**config.mk**
```make
export PLATFORM = sky130hd
export DESIGN_NAME = core_perf_monitor
export DESIGN_NICKNAME = d
export VERILOG_FILES = /design/src/logic/perf_monitor_pkg.sv /design/src/logic/core_perf_monitor.sv /design/src/logic/dcache_traffic_monitor.sv /design/src/logic/perf_csr_axil.sv /design/src/logic/read_latency_tracker.sv
export VERILOG_INCLUDE_DIRS = /design/src /design/src/logic
export SDC_FILE = /design/constraint.sdc
export NUM_CORES = 1
export LEC_CHECK = 0
export ABC_CLOCK_PERIOD_IN_PS = 8600
export BUFFER_PORTS_ARGS = -buffer_cell sky130_fd_sc_hd__buf_4
export CAP_MARGIN = 20
export CORE_MARGIN = 2
export CORE_UTILIZATION = 45
export CTS_BUF_LIST = sky130_fd_sc_hd__clkbuf_8 sky130_fd_sc_hd__clkbuf_16
export DETAILED_ROUTE_END_ITERATION = 12
export GPL_TIMING_DRIVEN = 0
export PLACE_DENSITY = 0.68
export SYNTH_ARGS = -nofsm -noshare
export SYNTH_HDL_FRONTEND = slang
export SYNTH_SLANG_ARGS = --single-unit
```
**constraint.sdc**
```tcl
create_clock -name clk -period 8.6 [get_ports clk]
set_input_delay 2.15 -clock clk [delete_from_list [all_inputs] [get_ports clk]]
set_output_delay 2.15 -clock clk [all_outputs]
set_load 0.01 [all_outputs]
```
**src/logic/perf_monitor_config.svh**
```systemverilog
/* build-time sizing of the performance monitor
   PERF_CTR_BITS must lie between AXIL_DATA_BITS+1 and 2*AXIL_DATA_BITS */

`ifndef PERF_MONITOR_CONFIG_SVH
`define PERF_MONITOR_CONFIG_SVH

// data cache request lanes
`define DCACHE_NUM_LANES 4

// counter width, split into a low and a high register word
`define PERF_CTR_BITS 44

`define AXIL_ADDR_BITS 8
`define AXIL_DATA_BITS 32

// byte offsets, high half of each counter at offset + 4
`define REG_CTRL       `AXIL_ADDR_BITS'h00
`define REG_IFETCH     `AXIL_ADDR_BITS'h08
`define REG_IFETCH_LAT `AXIL_ADDR_BITS'h10
`define REG_LOADS      `AXIL_ADDR_BITS'h18
`define REG_LOAD_LAT   `AXIL_ADDR_BITS'h20
`define REG_STORES     `AXIL_ADDR_BITS'h28

`endif

```
**src/logic/perf_monitor_pkg.sv**
```systemverilog
/* shared types of the performance monitor
   pop_count covers at most DCACHE_NUM_LANES fire bits */

`default_nettype none

`include "perf_monitor_config.svh"

package perf_monitor_pkg;

    typedef logic [`PERF_CTR_BITS-1:0] perf_ctr_t;

    // one fire bit per data cache lane
    typedef logic [`DCACHE_NUM_LANES-1:0] lane_vec_t;

    typedef enum logic [1:0] {
        RESP_OKAY   = 2'b00,
        RESP_SLVERR = 2'b10
    } axil_resp_t;

    // number of set bits, already at counter width
    function automatic perf_ctr_t pop_count(input lane_vec_t fires);
        perf_ctr_t n;
        n = '0;
        for (int i = 0; i < `DCACHE_NUM_LANES; i++) begin
            n = n + perf_ctr_t'(fires[i]);
        end
        return n;
    endfunction

endpackage

`default_nettype wire

```
**src/logic/core_perf_monitor.sv**
```systemverilog
/* memory traffic monitor for one core: instruction fetch and data cache lanes
   counters read and cleared over AXI4-Lite; fires count one cycle later */

`timescale 1ns/100ps
`default_nettype none

`include "perf_monitor_config.svh"

module core_perf_monitor
    import perf_monitor_pkg::*;
(
    input  wire logic                       clk,
    input  wire logic                       reset,

    input  wire logic                       icache_req_valid,
    input  wire logic                       icache_req_ready,
    input  wire logic                       icache_rsp_valid,
    input  wire logic                       icache_rsp_ready,

    input  wire lane_vec_t                  dcache_req_valid,
    input  wire lane_vec_t                  dcache_req_ready,
    input  wire lane_vec_t                  dcache_req_rw,
    input  wire lane_vec_t                  dcache_rsp_valid,
    input  wire lane_vec_t                  dcache_rsp_ready,

    input  wire logic                       s_axil_awvalid,
    output wire logic                       s_axil_awready,
    input  wire logic [`AXIL_ADDR_BITS-1:0] s_axil_awaddr,
    input  wire logic                       s_axil_wvalid,
    output wire logic                       s_axil_wready,
    input  wire logic [`AXIL_DATA_BITS-1:0] s_axil_wdata,
    output wire logic                       s_axil_bvalid,
    input  wire logic                       s_axil_bready,
    output wire axil_resp_t                 s_axil_bresp,
    input  wire logic                       s_axil_arvalid,
    output wire logic                       s_axil_arready,
    input  wire logic [`AXIL_ADDR_BITS-1:0] s_axil_araddr,
    output wire logic                       s_axil_rvalid,
    input  wire logic                       s_axil_rready,
    output wire logic [`AXIL_DATA_BITS-1:0] s_axil_rdata,
    output wire axil_resp_t                 s_axil_rresp
);

    wire perf_ctr_t ifetches;
    wire perf_ctr_t ifetch_latency;
    wire perf_ctr_t loads;
    wire perf_ctr_t load_latency;
    wire perf_ctr_t stores;
    wire logic      clear;

    // instruction side is a single read lane
    read_latency_tracker #(
        .NUM_LANES (1)
    ) icache_tracker (
        .clk      (clk),
        .reset    (reset),
        .clear    (clear),
        .req_fire (icache_req_valid & icache_req_ready),
        .rsp_fire (icache_rsp_valid & icache_rsp_ready),
        .reads    (ifetches),
        .latency  (ifetch_latency)
    );

    dcache_traffic_monitor dcache_monitor (
        .clk              (clk),
        .reset            (reset),
        .clear            (clear),
        .dcache_req_valid (dcache_req_valid),
        .dcache_req_ready (dcache_req_ready),
        .dcache_req_rw    (dcache_req_rw),
        .dcache_rsp_valid (dcache_rsp_valid),
        .dcache_rsp_ready (dcache_rsp_ready),
        .loads            (loads),
        .load_latency     (load_latency),
        .stores           (stores)
    );

    perf_csr_axil csr (
        .clk            (clk),
        .reset          (reset),
        .s_axil_awvalid (s_axil_awvalid),
        .s_axil_awready (s_axil_awready),
        .s_axil_awaddr  (s_axil_awaddr),
        .s_axil_wvalid  (s_axil_wvalid),
        .s_axil_wready  (s_axil_wready),
        .s_axil_wdata   (s_axil_wdata),
        .s_axil_bvalid  (s_axil_bvalid),
        .s_axil_bready  (s_axil_bready),
        .s_axil_bresp   (s_axil_bresp),
        .s_axil_arvalid (s_axil_arvalid),
        .s_axil_arready (s_axil_arready),
        .s_axil_araddr  (s_axil_araddr),
        .s_axil_rvalid  (s_axil_rvalid),
        .s_axil_rready  (s_axil_rready),
        .s_axil_rdata   (s_axil_rdata),
        .s_axil_rresp   (s_axil_rresp),
        .ifetches       (ifetches),
        .ifetch_latency (ifetch_latency),
        .loads          (loads),
        .load_latency   (load_latency),
        .stores         (stores),
        .clear          (clear)
    );

endmodule

`default_nettype wire

```
**src/logic/dcache_traffic_monitor.sv**
```systemverilog
/* splits data cache lane traffic into loads and stores
   rw high marks a store; stores get no response and add no latency */

`timescale 1ns/100ps
`default_nettype none

module dcache_traffic_monitor
    import perf_monitor_pkg::*;
(
    input  wire logic      clk,
    input  wire logic      reset,
    input  wire logic      clear,

    input  wire lane_vec_t dcache_req_valid,
    input  wire lane_vec_t dcache_req_ready,
    input  wire lane_vec_t dcache_req_rw,
    input  wire lane_vec_t dcache_rsp_valid,
    input  wire lane_vec_t dcache_rsp_ready,

    output wire perf_ctr_t loads,
    output wire perf_ctr_t load_latency,
    output perf_ctr_t      stores
);

    lane_vec_t req_fire;
    lane_vec_t load_fire;
    lane_vec_t store_fire;
    lane_vec_t rsp_fire;

    // per lane handshakes
    assign req_fire   = dcache_req_valid & dcache_req_ready;
    assign load_fire  = req_fire & ~dcache_req_rw;
    assign store_fire = req_fire & dcache_req_rw;
    assign rsp_fire   = dcache_rsp_valid & dcache_rsp_ready;

    always_ff @(posedge clk) begin
        if (reset || clear) begin
            stores <= '0;
        end else begin
            stores <= stores + pop_count(store_fire);
        end
    end

    // loads and their responses go through the shared tracker
    read_latency_tracker #(
        .NUM_LANES ($bits(lane_vec_t))
    ) load_tracker (
        .clk      (clk),
        .reset    (reset),
        .clear    (clear),
        .req_fire (load_fire),
        .rsp_fire (rsp_fire),
        .reads    (loads),
        .latency  (load_latency)
    );

endmodule

`default_nettype wire

```
**src/logic/perf_csr_axil.sv**
```systemverilog
/* AXI4-Lite counter registers; master presents write address and data together
   a low half read snapshots the high half; no wstrb, writes are full words */

`timescale 1ns/100ps
`default_nettype none

`include "perf_monitor_config.svh"

module perf_csr_axil
    import perf_monitor_pkg::*;
(
    input  wire logic                       clk,
    input  wire logic                       reset,

    input  wire logic                       s_axil_awvalid,
    output logic                            s_axil_awready,
    input  wire logic [`AXIL_ADDR_BITS-1:0] s_axil_awaddr,
    input  wire logic                       s_axil_wvalid,
    output logic                            s_axil_wready,
    input  wire logic [`AXIL_DATA_BITS-1:0] s_axil_wdata,
    output logic                            s_axil_bvalid,
    input  wire logic                       s_axil_bready,
    output axil_resp_t                      s_axil_bresp,
    input  wire logic                       s_axil_arvalid,
    output logic                            s_axil_arready,
    input  wire logic [`AXIL_ADDR_BITS-1:0] s_axil_araddr,
    output logic                            s_axil_rvalid,
    input  wire logic                       s_axil_rready,
    output logic [`AXIL_DATA_BITS-1:0]      s_axil_rdata,
    output axil_resp_t                      s_axil_rresp,

    input  wire perf_ctr_t                  ifetches,
    input  wire perf_ctr_t                  ifetch_latency,
    input  wire perf_ctr_t                  loads,
    input  wire perf_ctr_t                  load_latency,
    input  wire perf_ctr_t                  stores,

    output logic                            clear
);

    localparam int NUM_CTRS = 5;
    localparam int HI_BITS  = `PERF_CTR_BITS - `AXIL_DATA_BITS;
    localparam logic [2:0] SEL_NONE = 3'd7;

    // counter index for a word address, SEL_NONE when not a counter
    function automatic logic [2:0] ctr_sel(input logic [`AXIL_ADDR_BITS-1:0] addr);
        logic [`AXIL_ADDR_BITS-1:0] base;
        base = {addr[`AXIL_ADDR_BITS-1:3], 3'b000};
        if (addr[1:0] != 2'b00) begin
            return SEL_NONE;
        end
        case (base)
            `REG_IFETCH:     return 3'd0;
            `REG_IFETCH_LAT: return 3'd1;
            `REG_LOADS:      return 3'd2;
            `REG_LOAD_LAT:   return 3'd3;
            `REG_STORES:     return 3'd4;
            default:         return SEL_NONE;
        endcase
    endfunction

    perf_ctr_t                  ctr [NUM_CTRS];
    logic [HI_BITS-1:0]         hi_snap [NUM_CTRS];
    logic                       wr_fire;
    logic                       wr_ctrl;
    logic                       wr_mapped;
    logic                       rd_fire;
    logic [2:0]                 rd_sel;
    logic                       rd_hi;
    logic [`AXIL_DATA_BITS-1:0] rd_value;
    axil_resp_t                 rd_resp;

    assign ctr = '{ifetches, ifetch_latency, loads, load_latency, stores};

    // write channel, one transaction in flight
    assign s_axil_awready = !s_axil_bvalid;
    assign s_axil_wready  = !s_axil_bvalid;
    assign wr_fire   = s_axil_awvalid && s_axil_wvalid && !s_axil_bvalid;
    assign wr_ctrl   = (s_axil_awaddr == `REG_CTRL);
    assign wr_mapped = wr_ctrl || (ctr_sel(s_axil_awaddr) != SEL_NONE);

    always_ff @(posedge clk) begin
        if (reset) begin
            s_axil_bvalid <= 1'b0;
            clear         <= 1'b0;
        end else begin
            if (wr_fire) begin
                s_axil_bvalid <= 1'b1;
            end else if (s_axil_bready) begin
                s_axil_bvalid <= 1'b0;
            end
            // one-cycle pulse after the write
            clear <= wr_fire && wr_ctrl && s_axil_wdata[0];
        end
    end

    always_ff @(posedge clk) begin
        if (wr_fire) begin
            s_axil_bresp <= wr_mapped ? RESP_OKAY : RESP_SLVERR;
        end
    end

    // read channel
    assign s_axil_arready = !s_axil_rvalid;
    assign rd_fire = s_axil_arvalid && !s_axil_rvalid;
    assign rd_sel  = ctr_sel(s_axil_araddr);
    assign rd_hi   = s_axil_araddr[2];

    always_comb begin
        rd_value = '0;
        rd_resp  = RESP_SLVERR;
        if (s_axil_araddr == `REG_CTRL) begin
            // clear self-resets, control reads back as zero
            rd_resp = RESP_OKAY;
        end else if (rd_sel != SEL_NONE) begin
            rd_resp = RESP_OKAY;
            if (rd_hi) begin
                rd_value = `AXIL_DATA_BITS'(hi_snap[rd_sel]);
            end else begin
                rd_value = ctr[rd_sel][`AXIL_DATA_BITS-1:0];
            end
        end
    end

    always_ff @(posedge clk) begin
        if (reset) begin
            s_axil_rvalid <= 1'b0;
        end else if (rd_fire) begin
            s_axil_rvalid <= 1'b1;
        end else if (s_axil_rready) begin
            s_axil_rvalid <= 1'b0;
        end
    end

    always_ff @(posedge clk) begin
        if (rd_fire) begin
            s_axil_rdata <= rd_value;
            s_axil_rresp <= rd_resp;
        end
    end

    // high half frozen with the low half so a 64-bit read is coherent
    always_ff @(posedge clk) begin
        if (reset) begin
            for (int i = 0; i < NUM_CTRS; i++) begin
                hi_snap[i] <= '0;
            end
        end else if (rd_fire && rd_sel != SEL_NONE && !rd_hi) begin
            hi_snap[rd_sel] <= ctr[rd_sel][`PERF_CTR_BITS-1:`AXIL_DATA_BITS];
        end
    end

    rdata_held: assert property (
        @(posedge clk) disable iff (reset)
        s_axil_rvalid && !s_axil_rready |=> s_axil_rvalid && $stable(s_axil_rdata)
    ) else $error("read data changed under back-pressure");

endmodule

`default_nettype wire

```
**src/logic/read_latency_tracker.sv**
```systemverilog
/* counts read requests and sums outstanding reads per cycle as latency
   NUM_LANES may not exceed DCACHE_NUM_LANES; clear keeps in-flight reads */

`timescale 1ns/100ps
`default_nettype none

module read_latency_tracker
    import perf_monitor_pkg::*;
#(
    parameter int NUM_LANES = 1
) (
    input  wire logic                 clk,
    input  wire logic                 reset,
    input  wire logic                 clear,

    input  wire logic [NUM_LANES-1:0] req_fire,
    input  wire logic [NUM_LANES-1:0] rsp_fire,

    output perf_ctr_t                 reads,
    output perf_ctr_t                 latency
);

    perf_ctr_t req_cnt;
    perf_ctr_t rsp_cnt;
    perf_ctr_t outstanding;

    if (NUM_LANES > $bits(lane_vec_t)) begin : g_lane_check
        $error("read_latency_tracker: NUM_LANES wider than the lane vector");
    end

    // fires of this cycle, zero extended to the lane vector
    assign req_cnt = pop_count(lane_vec_t'(req_fire));
    assign rsp_cnt = pop_count(lane_vec_t'(rsp_fire));

    // reads in flight, untouched by clear
    always_ff @(posedge clk) begin
        if (reset) begin
            outstanding <= '0;
        end else begin
            outstanding <= outstanding + req_cnt - rsp_cnt;
        end
    end

    // latency adds the count that held before this edge
    always_ff @(posedge clk) begin
        if (reset || clear) begin
            reads   <= '0;
            latency <= '0;
        end else begin
            reads   <= reads + req_cnt;
            latency <= latency + outstanding;
        end
    end

    // a response always belongs to a read accepted in an earlier cycle
    rsp_within_outstanding: assert property (
        @(posedge clk) disable iff (reset)
        rsp_cnt <= outstanding
    ) else $error("more read responses than outstanding reads");

endmodule

`default_nettype wire

```
==> results.json, run 1 <==
{
  "setup-violations-final": 0,
  "fillers": 5380,
  "synth_area_leader_cell": "dfxtp_1",
  "ys_warn_count": 0,
  "firstDrtPassIters": 5,
  "clkLatencyLatePin_ns": 0.58,
  "drt_wl_total_mm": 69.2,
  "n_antenna_cell": 0,
  "area_growth_pct": 12.5,
  "hpwl_mm": 54.1,
  "postCtsSetupBuffers": 0,
  "timing.final.ws_setup_ns": 1.23,
  "yosysUniqueCellTypes": 75,
  "critPathLaunch": "dcache_req_rw[0]",
  "peakVddDrop_mv": 0.169,
  "synth_xor_area_share_pct": 8.40,
  "die_y_microns": 243,
  "synth_compound_area_share_pct": 17.5,
  "busiest_layer": "met2",
  "crit_fanout": 3,
  "grt_start_max_net_pins": 20,
  "critPathCaptureType": "flop",
  "row_count": 87,
  "hold_violations": 0,
  "cp-start-kind": "input port",
  "power_leakage_nw": 12.4,
  "max-slew-margin-rel_pct": 23.8,
  "max_freq_mhz": 136,
  "timing.max_cap.violations": 0,
  "syn_area_sq_um": 25600,
  "finalWeightedCongestion": 0.922,
  "clockBufferDepth": 3,
  "vias_per_cell": 5.47,
  "holdBufCountCts": 0,
  "grt_use_met2_pct": 37.6,
  "numCtsBuffers": 46,
  "power_density_nw_per_um2": 378,
  "fin_setup_tns_ns": 0,
  "hold_class": "reg2reg",
  "cp.required_ns": 9.05,
  "synth_top_family_by_area": "simple AND/OR/NAND/NOR gates",
  "synth_edf_count": 94,
  "final_antenna_net_count": 0,
  "worst_hold_slack_ns": 0.494,
  "drive_gt1_share_pct": 5.60,
  "tightest_slew_ns": 1.14,
  "start_util_pct": 45.5,
  "grt_overflow": 0,
  "grt_pass1_wl_mm": 109,
  "drc": 0,
  "multi_input_area_sq_um": 15300,
  "synth.avg_cell_area_sq_um": 8.45,
  "cts.clk_slew.worst_paths_ns": 0.06,
  "synth_top_area_share_pct": 24.3,
  "clkSinkCount": 405,
  "nNetsFinal": 3492,
  "yosysSeqAreaShare_pct": 35.3,
  "first_iter_violations": 1648,
  "postCtsResizedCells": 0,
  "grt_pass1_vias": 20500,
  "die_area_sq_um": 58900,
  "drv_slew": 0,
  "synth.area.top_cells": "dfxtp_1 24%, ha_1 11%, edfxtp_1 11%",
  "synthFlopType": "dfxtp_1",
  "grtUsageMet3_pct": 3.56,
  "period_share_pct": 85.7,
  "r2r-start": "dcache_monitor.load_tracker.outstanding[0]$_SDFF_PP0_",
  "post-place-ws_ns": 0.671,
  "skew_ns": 0.0217,
  "met1_usage_pct": 30.1,
  "synth-seq-cells": 405,
  "seqCellArea_sq_um": 9050,
  "antenna_found_initial": 0,
  "final_area_sq_um": 28800,
  "cts-root-buf": "clkbuf_16",
  "synthSimpleGateAreaFrac_pct": 19.4,
  "status": "finished, final reports clean",
  "crit_type": "in2reg",
  "wire_per_inst_microns": 17.4,
  "io_pins": 120,
  "async_flop_share_pct": 0,
  "grtUsageTotal_pct": 23.1,
  "synth_cells": 3033,
  "coreArea_sq_um": 56400,
  "synthAdderAreaFrac_pct": 12.0,
  "post-route-min-period_ns": 7.37,
  "cts_tree": "done",
  "vias": 21700,
  "cts-htree-levels": 2,
  "hold_start": "csr.s_axil_bvalid$_SDFFE_PP0P_",
  "muxShareOfSynthArea_pct": 2.39,
  "io_buffers": 83,
  "grt_setup_unrepaired": "no",
  "fp.dieW_microns": 243,
  "placed_area_sq_um": 27300,
  "arrival_ns": 7.82
}
==> stage by stage <==
stage	total power, W	utilization (%)	cells
finish	0.0109	51.1	3969
floorplan	0.00754	-	3034
global route	0.0119	51.1	3969
detailed placement	0.00888	48.4	3882
CTS	0.0109	51.1	3968
global placement	0.00883	48.3	3873
==> per-layer routing <==
| metal | up-vias | wire length [microns] |
|---|---|---|
| met5 | - | 0 |
| met4 | 0 | 3360 |
| met3 | 139 | 3460 |
| met2 | 520 | 30900 |
| met1 | 10100 | 31400 |
| li1 | 11000 | - |
==> report_power, final <==
group / total (W) / switching, W / internal, W
sequential: 0.00275 / 0.000402 / 0.00234
clock: 0.00198 / 0.000814 / 0.00116
combinational: 0.00619 / 0.00357 / 0.00262
total: 0.0109 / 0.00479 / 0.00613
==> logic make-up (layout without fill, tap and decap cells) <==
logic type               after synthesis  in the layout
AO/OA/AOI/OAI                        681            681
XOR/XNOR                             246            246
adder cells (fa/ha/maj)              238            238
buffers and inverters                338            517
flip-flops                           405            405
multiplexers                          61             61
other                                  1              2
AND/OR/NAND/NOR                     1063           1063
==> layout make-up <==
type / instances / area share, %
inverter: 226 / 2.94
clock inverter: 30 / 0.820
tap: 756 / 3.28
timing repair buffer: 93 / 2.46
multi-input combinational: 2291 / 53.1
clock buffer: 56 / 4.51
buffer: 112 / 1.50
sequential: 405 / 31.4
==> cells in the mapped netlist, drive strengths merged, types with 4 or more instances <==
cell type	count
and3	60
ha	226
a211oi	15
o31ai	15
a221oi	50
nand3	76
a41oi	6
clkbuf	100
a21o	120
a21oi	198
or2	8
nor3	48
nor2b	44
dfxtp	311
nand2	219
o21ai	121
a211o	5
xnor2	99
nand3b	4
fa	12
mux2i	59
nor3b	10
o211ai	10
a31oi	29
or3	29
buf	12
xor2	147
nand4	43
nand2b	24
a21boi	10
inv	226
a221o	6
a2111oi	14
or4	4
a22o	12
and2	33
o21a	17
and4	17
nor2	424
a311oi	5
nor4	8
o21bai	22
edfxtp	94
==> registers in the layout, summed over array words and instances, names as in the netlist <==
signal                                   flops
csr.s_axil_rresp                             1
icache_tracker.reads                        44
dcache_monitor.load_tracker.latency         44
dcache_monitor.load_tracker.reads           44
csr.s_axil_rdata                            32
csr.clear                                    1
csr.s_axil_rvalid                            1
csr.s_axil_bvalid                            1
icache_tracker.outstanding                  44
dcache_monitor.load_tracker.outstanding     44
csr.s_axil_bresp                             1
csr.hi_snap                                 60
dcache_monitor.stores                       44
icache_tracker.latency                      44
==> critical path, cell delays in order <==
cell	delay, ns
buf_4	0.11
nand3b_1	0.19
fa_1	0.55
inv_1	0.07
ha_1	0.19
ha_1	0.34
inv_1	0.06
ha_1	0.29
ha_1	0.30
fa_1	0.53
inv_1	0.07
ha_1	0.28
a21o_1	0.12
a21oi_1	0.11
nand4b_1	0.25
a211oi_1	0.54
nor4_1	0.16
o311ai_0	0.71
nand2_1	0.24
o21ai_0	0.36
xnor2_1	0.16
nor2_1	0.05
==> path summary, 6_finish.rpt <==
path	endpoint	slack (ns)	depth (start not counted)
hold / removal	csr.s_axil_bvalid$_SDFFE_PP0P_	0.49	2
setup reg to reg	dcache_monitor.load_tracker.outstanding[39]$_SDFF_PP0_	3.78	18
setup / recovery	dcache_monitor.load_tracker.outstanding[39]$_SDFF_PP0_	1.23	22
hold reg to reg	csr.s_axil_bvalid$_SDFFE_PP0P_	0.49	2
==> placed cells by master, fill, tap and decap left out, types with 28 or more instances in the layout <==
cell type,count
nor2_1,424
dfxtp_1,311
inv_1,244
ha_1,226
nand2_1,219
a21oi_1,196
xor2_1,147
a21o_1,120
o21ai_0,117
clkbuf_1,100
xnor2_1,99
edfxtp_1,94
buf_4,86
nand3_1,76
and3_1,60
mux2i_1,59
a221oi_1,50
nor3_1,48
clkbuf_16,47
nor2b_1,44
nand4_1,43
and2_1,33
or3_1,29
a31oi_1,28
Note: power is estimated with default switching activity, not from simulation.
==> run 2: changes to the inputs <==
ABC_AREA = 1   (was not set)
==> run 2 against run 1 <==
Maximum frequency is 9.9% higher. Synthesized cell count grew 75%. Worst setup slack gained 0.67 ns.
==> results.json, run 2 <==
{
  "wire_per_inst_microns": 18.4,
  "drive_gt1_share_pct": 4.34,
  "power_density_nw_per_um2": 364,
  "arrival_ns": 7.21,
  "switching_share_pct": 51.0,
  "vias": 34000,
  "ys_warn_count": 0,
  "finalWeightedCongestion": 1.01,
  "start_util_pct": 45.2,
  "r2r-start": "dcache_monitor.load_tracker.outstanding[0]$_SDFF_PP0_",
  "p_clk_share_pct": 18.4,
  "vias_per_cell": 5.27,
  "io_pins": 120,
  "cp.required_ns": 9.11,
  "fillers": 7560,
  "final_cells": 6454,
  "final_antenna_net_count": 0,
  "cts_tree": "done",
  "synth_area_leader_cell": "nand2_1",
  "yosysUniqueCellTypes": 45,
  "clkLatencyLatePin_ns": 0.64,
  "cp_slowest_cell": "o21ai_0",
  "synthFlopType": "dfxtp_1",
  "fin_setup_tns_ns": 0,
  "min_path_cells": 2,
  "setup-violations-final": 0,
  "synth.area.top_cells": "nand2_1 19%, dfxtp_1 19%, inv_1 11%",
  "drc": 0,
  "nNetsFinal": 5782,
  "row_count": 98,
  "power_leakage_nw": 17.7,
  "power_switching_w": 0.00669,
  "postCtsSetupBuffers": 0,
  "n_antenna_cell": 0,
  "grtUsageTotal_pct": 31.5,
  "r2r_slack_ns": 4.37,
  "max-slew-margin-rel_pct": 21.2,
  "period_share_pct": 77.9,
  "cts.clk_slew.worst_paths_ns": 0.06,
  "cts-htree-levels": 2,
  "grt_pass1_vias": 30800,
  "power_frac_comb_pct": 59.2,
  "synth_cells": 5310,
  "tightest_slew_ns": 1.18,
  "drv_slew": 0,
  "hpwl_mm": 98.0,
  "status": "finished, final reports clean",
  "p_int_w": 0.00644,
  "cts-root-buf": "clkbuf_16",
  "die_y_microns": 272,
  "yosysSeqAreaShare_pct": 29.2,
  "grt_pass1_wl_mm": 179,
  "hold_class": "reg2reg",
  "fp.dieW_microns": 272,
  "skew_ns": 0.0325,
  "synth-seq-cells": 417,
  "peakVddDrop_mv": 0.258,
  "clkSinkCount": 417,
  "synthMostInstantiatedCell": "nand2_1",
  "die_area_sq_um": 73800,
  "crit_type": "in2reg",
  "crit_top_cell": "inv_1",
  "holdBufCountCts": 0,
  "timing.max_cap.violations": 0,
  "dp.cells": 6361,
  "critPathCaptureType": "flop",
  "postCtsResizedCells": 0,
  "timing.final.ws_setup_ns": 1.90,
  "multi_input_area_sq_um": 19100,
  "area_growth_pct": 11.7,
  "synth_common_cells": "1,665 x nand2_1, 926 x inv_1, 707 x nor2_1",
  "largest_reg_flops": 72,
  "final_cell_mix": "1,665 x nand2_1, 936 x inv_1, 707 x nor2_1",
  "seq_power_share_pct": 22.4,
  "hold_start": "icache_tracker.reads[28]$_SDFF_PP0_",
  "grt_start_max_net_pins": 21,
  "seqCellArea_sq_um": 9410,
  "cp-start-kind": "input port",
  "clockBufferDepth": 3,
  "hold_violations": 0,
  "final_core_util_pct": 50.5,
  "io_buffers": 85,
  "layout_commonest_cell": "nand2_1",
  "drt_wl_total_mm": 119,
  "antenna_found_initial": 3,
  "syn_area_sq_um": 32200,
  "min_to": "icache_tracker.reads[28]$_SDFF_PP0_",
  "grt_setup_unrepaired": "no",
  "post-route-min-period_ns": 6.70,
  "firstDrtPassIters": 6,
  "async_flop_share_pct": 0,
  "first_iter_violations": 3808,
  "crit_fanout": 6,
  "max_freq_mhz": 149,
  "post-place-ws_ns": 1.37,
  "reg2reg_depth": 18,
  "path_cells": "buf_4, inv_1, nand3_1, fa_1, inv_1, ha_1, inv_1, fa_1, inv_1, ha_1, a31o_2, inv_1, fa_1, inv_1, fa_1, nand2_1, nand3_1, o21ai_0, o21ai_0, nand4_1, nand3_1, nand2_1, nand2_1, nor2_1",
  "regMostFlops": "csr.hi_snap",
  "coreArea_sq_um": 71200,
  "grt_overflow": 0,
  "synth_edf_count": 106,
  "synth.avg_cell_area_sq_um": 6.07,
  "r2r-end": "dcache_monitor.load_tracker.outstanding[40]$_SDFF_PP0_",
  "synth_top_area_share_pct": 19.4,
  "cpPeakStageDelay_ns": 0.76,
  "numCtsBuffers": 51
}
run 2: cell count changes after synthesis, sizes merged, moves of 109 or more:
cell | previous run | this run
nand2 | 219 | 1667
inv | 226 | 934
a21oi | 198 | 406
nand3 | 76 | 285
xor2 | 147 | 16
nor2 | 424 | 714
a21o | 120 | 11
run 2: cell type report:
| class | instances | area share [%] |
|---|---|---|
| Clock inverter | 37 | 1.35 |
| Timing Repair Buffer | 89 | 1.97 |
| Clock buffer | 55 | 3.73 |
| Inverter | 935 | 9.75 |
| Multi-Input combinational cell | 3902 | 53.0 |
| Buffer | 69 | 0.810 |
| Tap cell | 950 | 3.30 |
| Sequential cell | 417 | 26.1 |
run 2: routing by layer:
layer	global-route usage [%]	vias up	share of wire, %
li1	-	17100	-
met1	42.6	15300	43
met2	50.3	1409	44
met3	5.30	209	9.0
met4	11.8	4	4.0
met5	0	-	0.020
run 2: metrics by stage:
| stage | hold slack [ns] | instance area (sq um) | power [W] |
|---|---|---|---|
| finish | 0.466 | 36000 | 0.0131 |
| global route | 0.503 | 36000 | 0.0144 |
| CTS | 0.465 | 36000 | 0.0130 |
| detailed placement | 0.457 | 34200 | 0.0106 |
| global placement | 0.449 | 34100 | 0.0105 |
| floorplan | 0.439 | 32300 | 0.00846 |
run 2: logic make-up (layout without fill, tap and decap cells):
group / count (synthesis) / after routing / synth area share [%]
AO/OA/AOI/OAI: 754 / 754 / 12.6
XOR/XNOR: 22 / 22 / 0.598
adder cells (fa/ha/maj): 238 / 238 / 9.52
buffers and inverters: 1004 / 1185 / 11.8
flip-flops: 417 / 417 / 29.2
other: 1 / 14 / 0.0116
AND/OR/NAND/NOR: 2874 / 2874 / 36.3
run 2: worst max-delay path, delay by kind of cell:
family	cells	cell delay, ns
adder cells (fa/ha/maj)	6	2.33
AO/OA/AOI/OAI	3	1.21
AND/OR/NAND/NOR	8	0.96
buffers and inverters	7	0.55
run 2: power groups by stage:
stage               Clock, W  Sequential [W]  Combinational (W)
floorplan                  0         0.00267            0.00579
global placement           0         0.00298            0.00753
detailed placement         0         0.00299            0.00760
CTS                  0.00244         0.00294            0.00767
global route         0.00251         0.00295            0.00889
finish               0.00241         0.00294            0.00777
run 2: worst max path at each step:
stage | startpoint | end | slack, ns | cells past startpoint
after floorplan | dcache_req_rw[0] | dcache_monitor.load_tracker.outstanding[24]$_SDFF_PP0_ | 2.53 | 20
after global placement | dcache_req_rw[0] | dcache_monitor.load_tracker.outstanding[40]$_SDFF_PP0_ | 1.37 | 24
after CTS | dcache_req_rw[0] | dcache_monitor.load_tracker.outstanding[40]$_SDFF_PP0_ | 1.97 | 24
after global routing | dcache_req_rw[0] | dcache_monitor.load_tracker.outstanding[40]$_SDFF_PP0_ | 1.63 | 24
final | dcache_req_rw[0] | dcache_monitor.load_tracker.outstanding[40]$_SDFF_PP0_ | 1.90 | 24
after detailed placement | dcache_req_rw[0] | dcache_monitor.load_tracker.outstanding[40]$_SDFF_PP0_ | 1.37 | 24
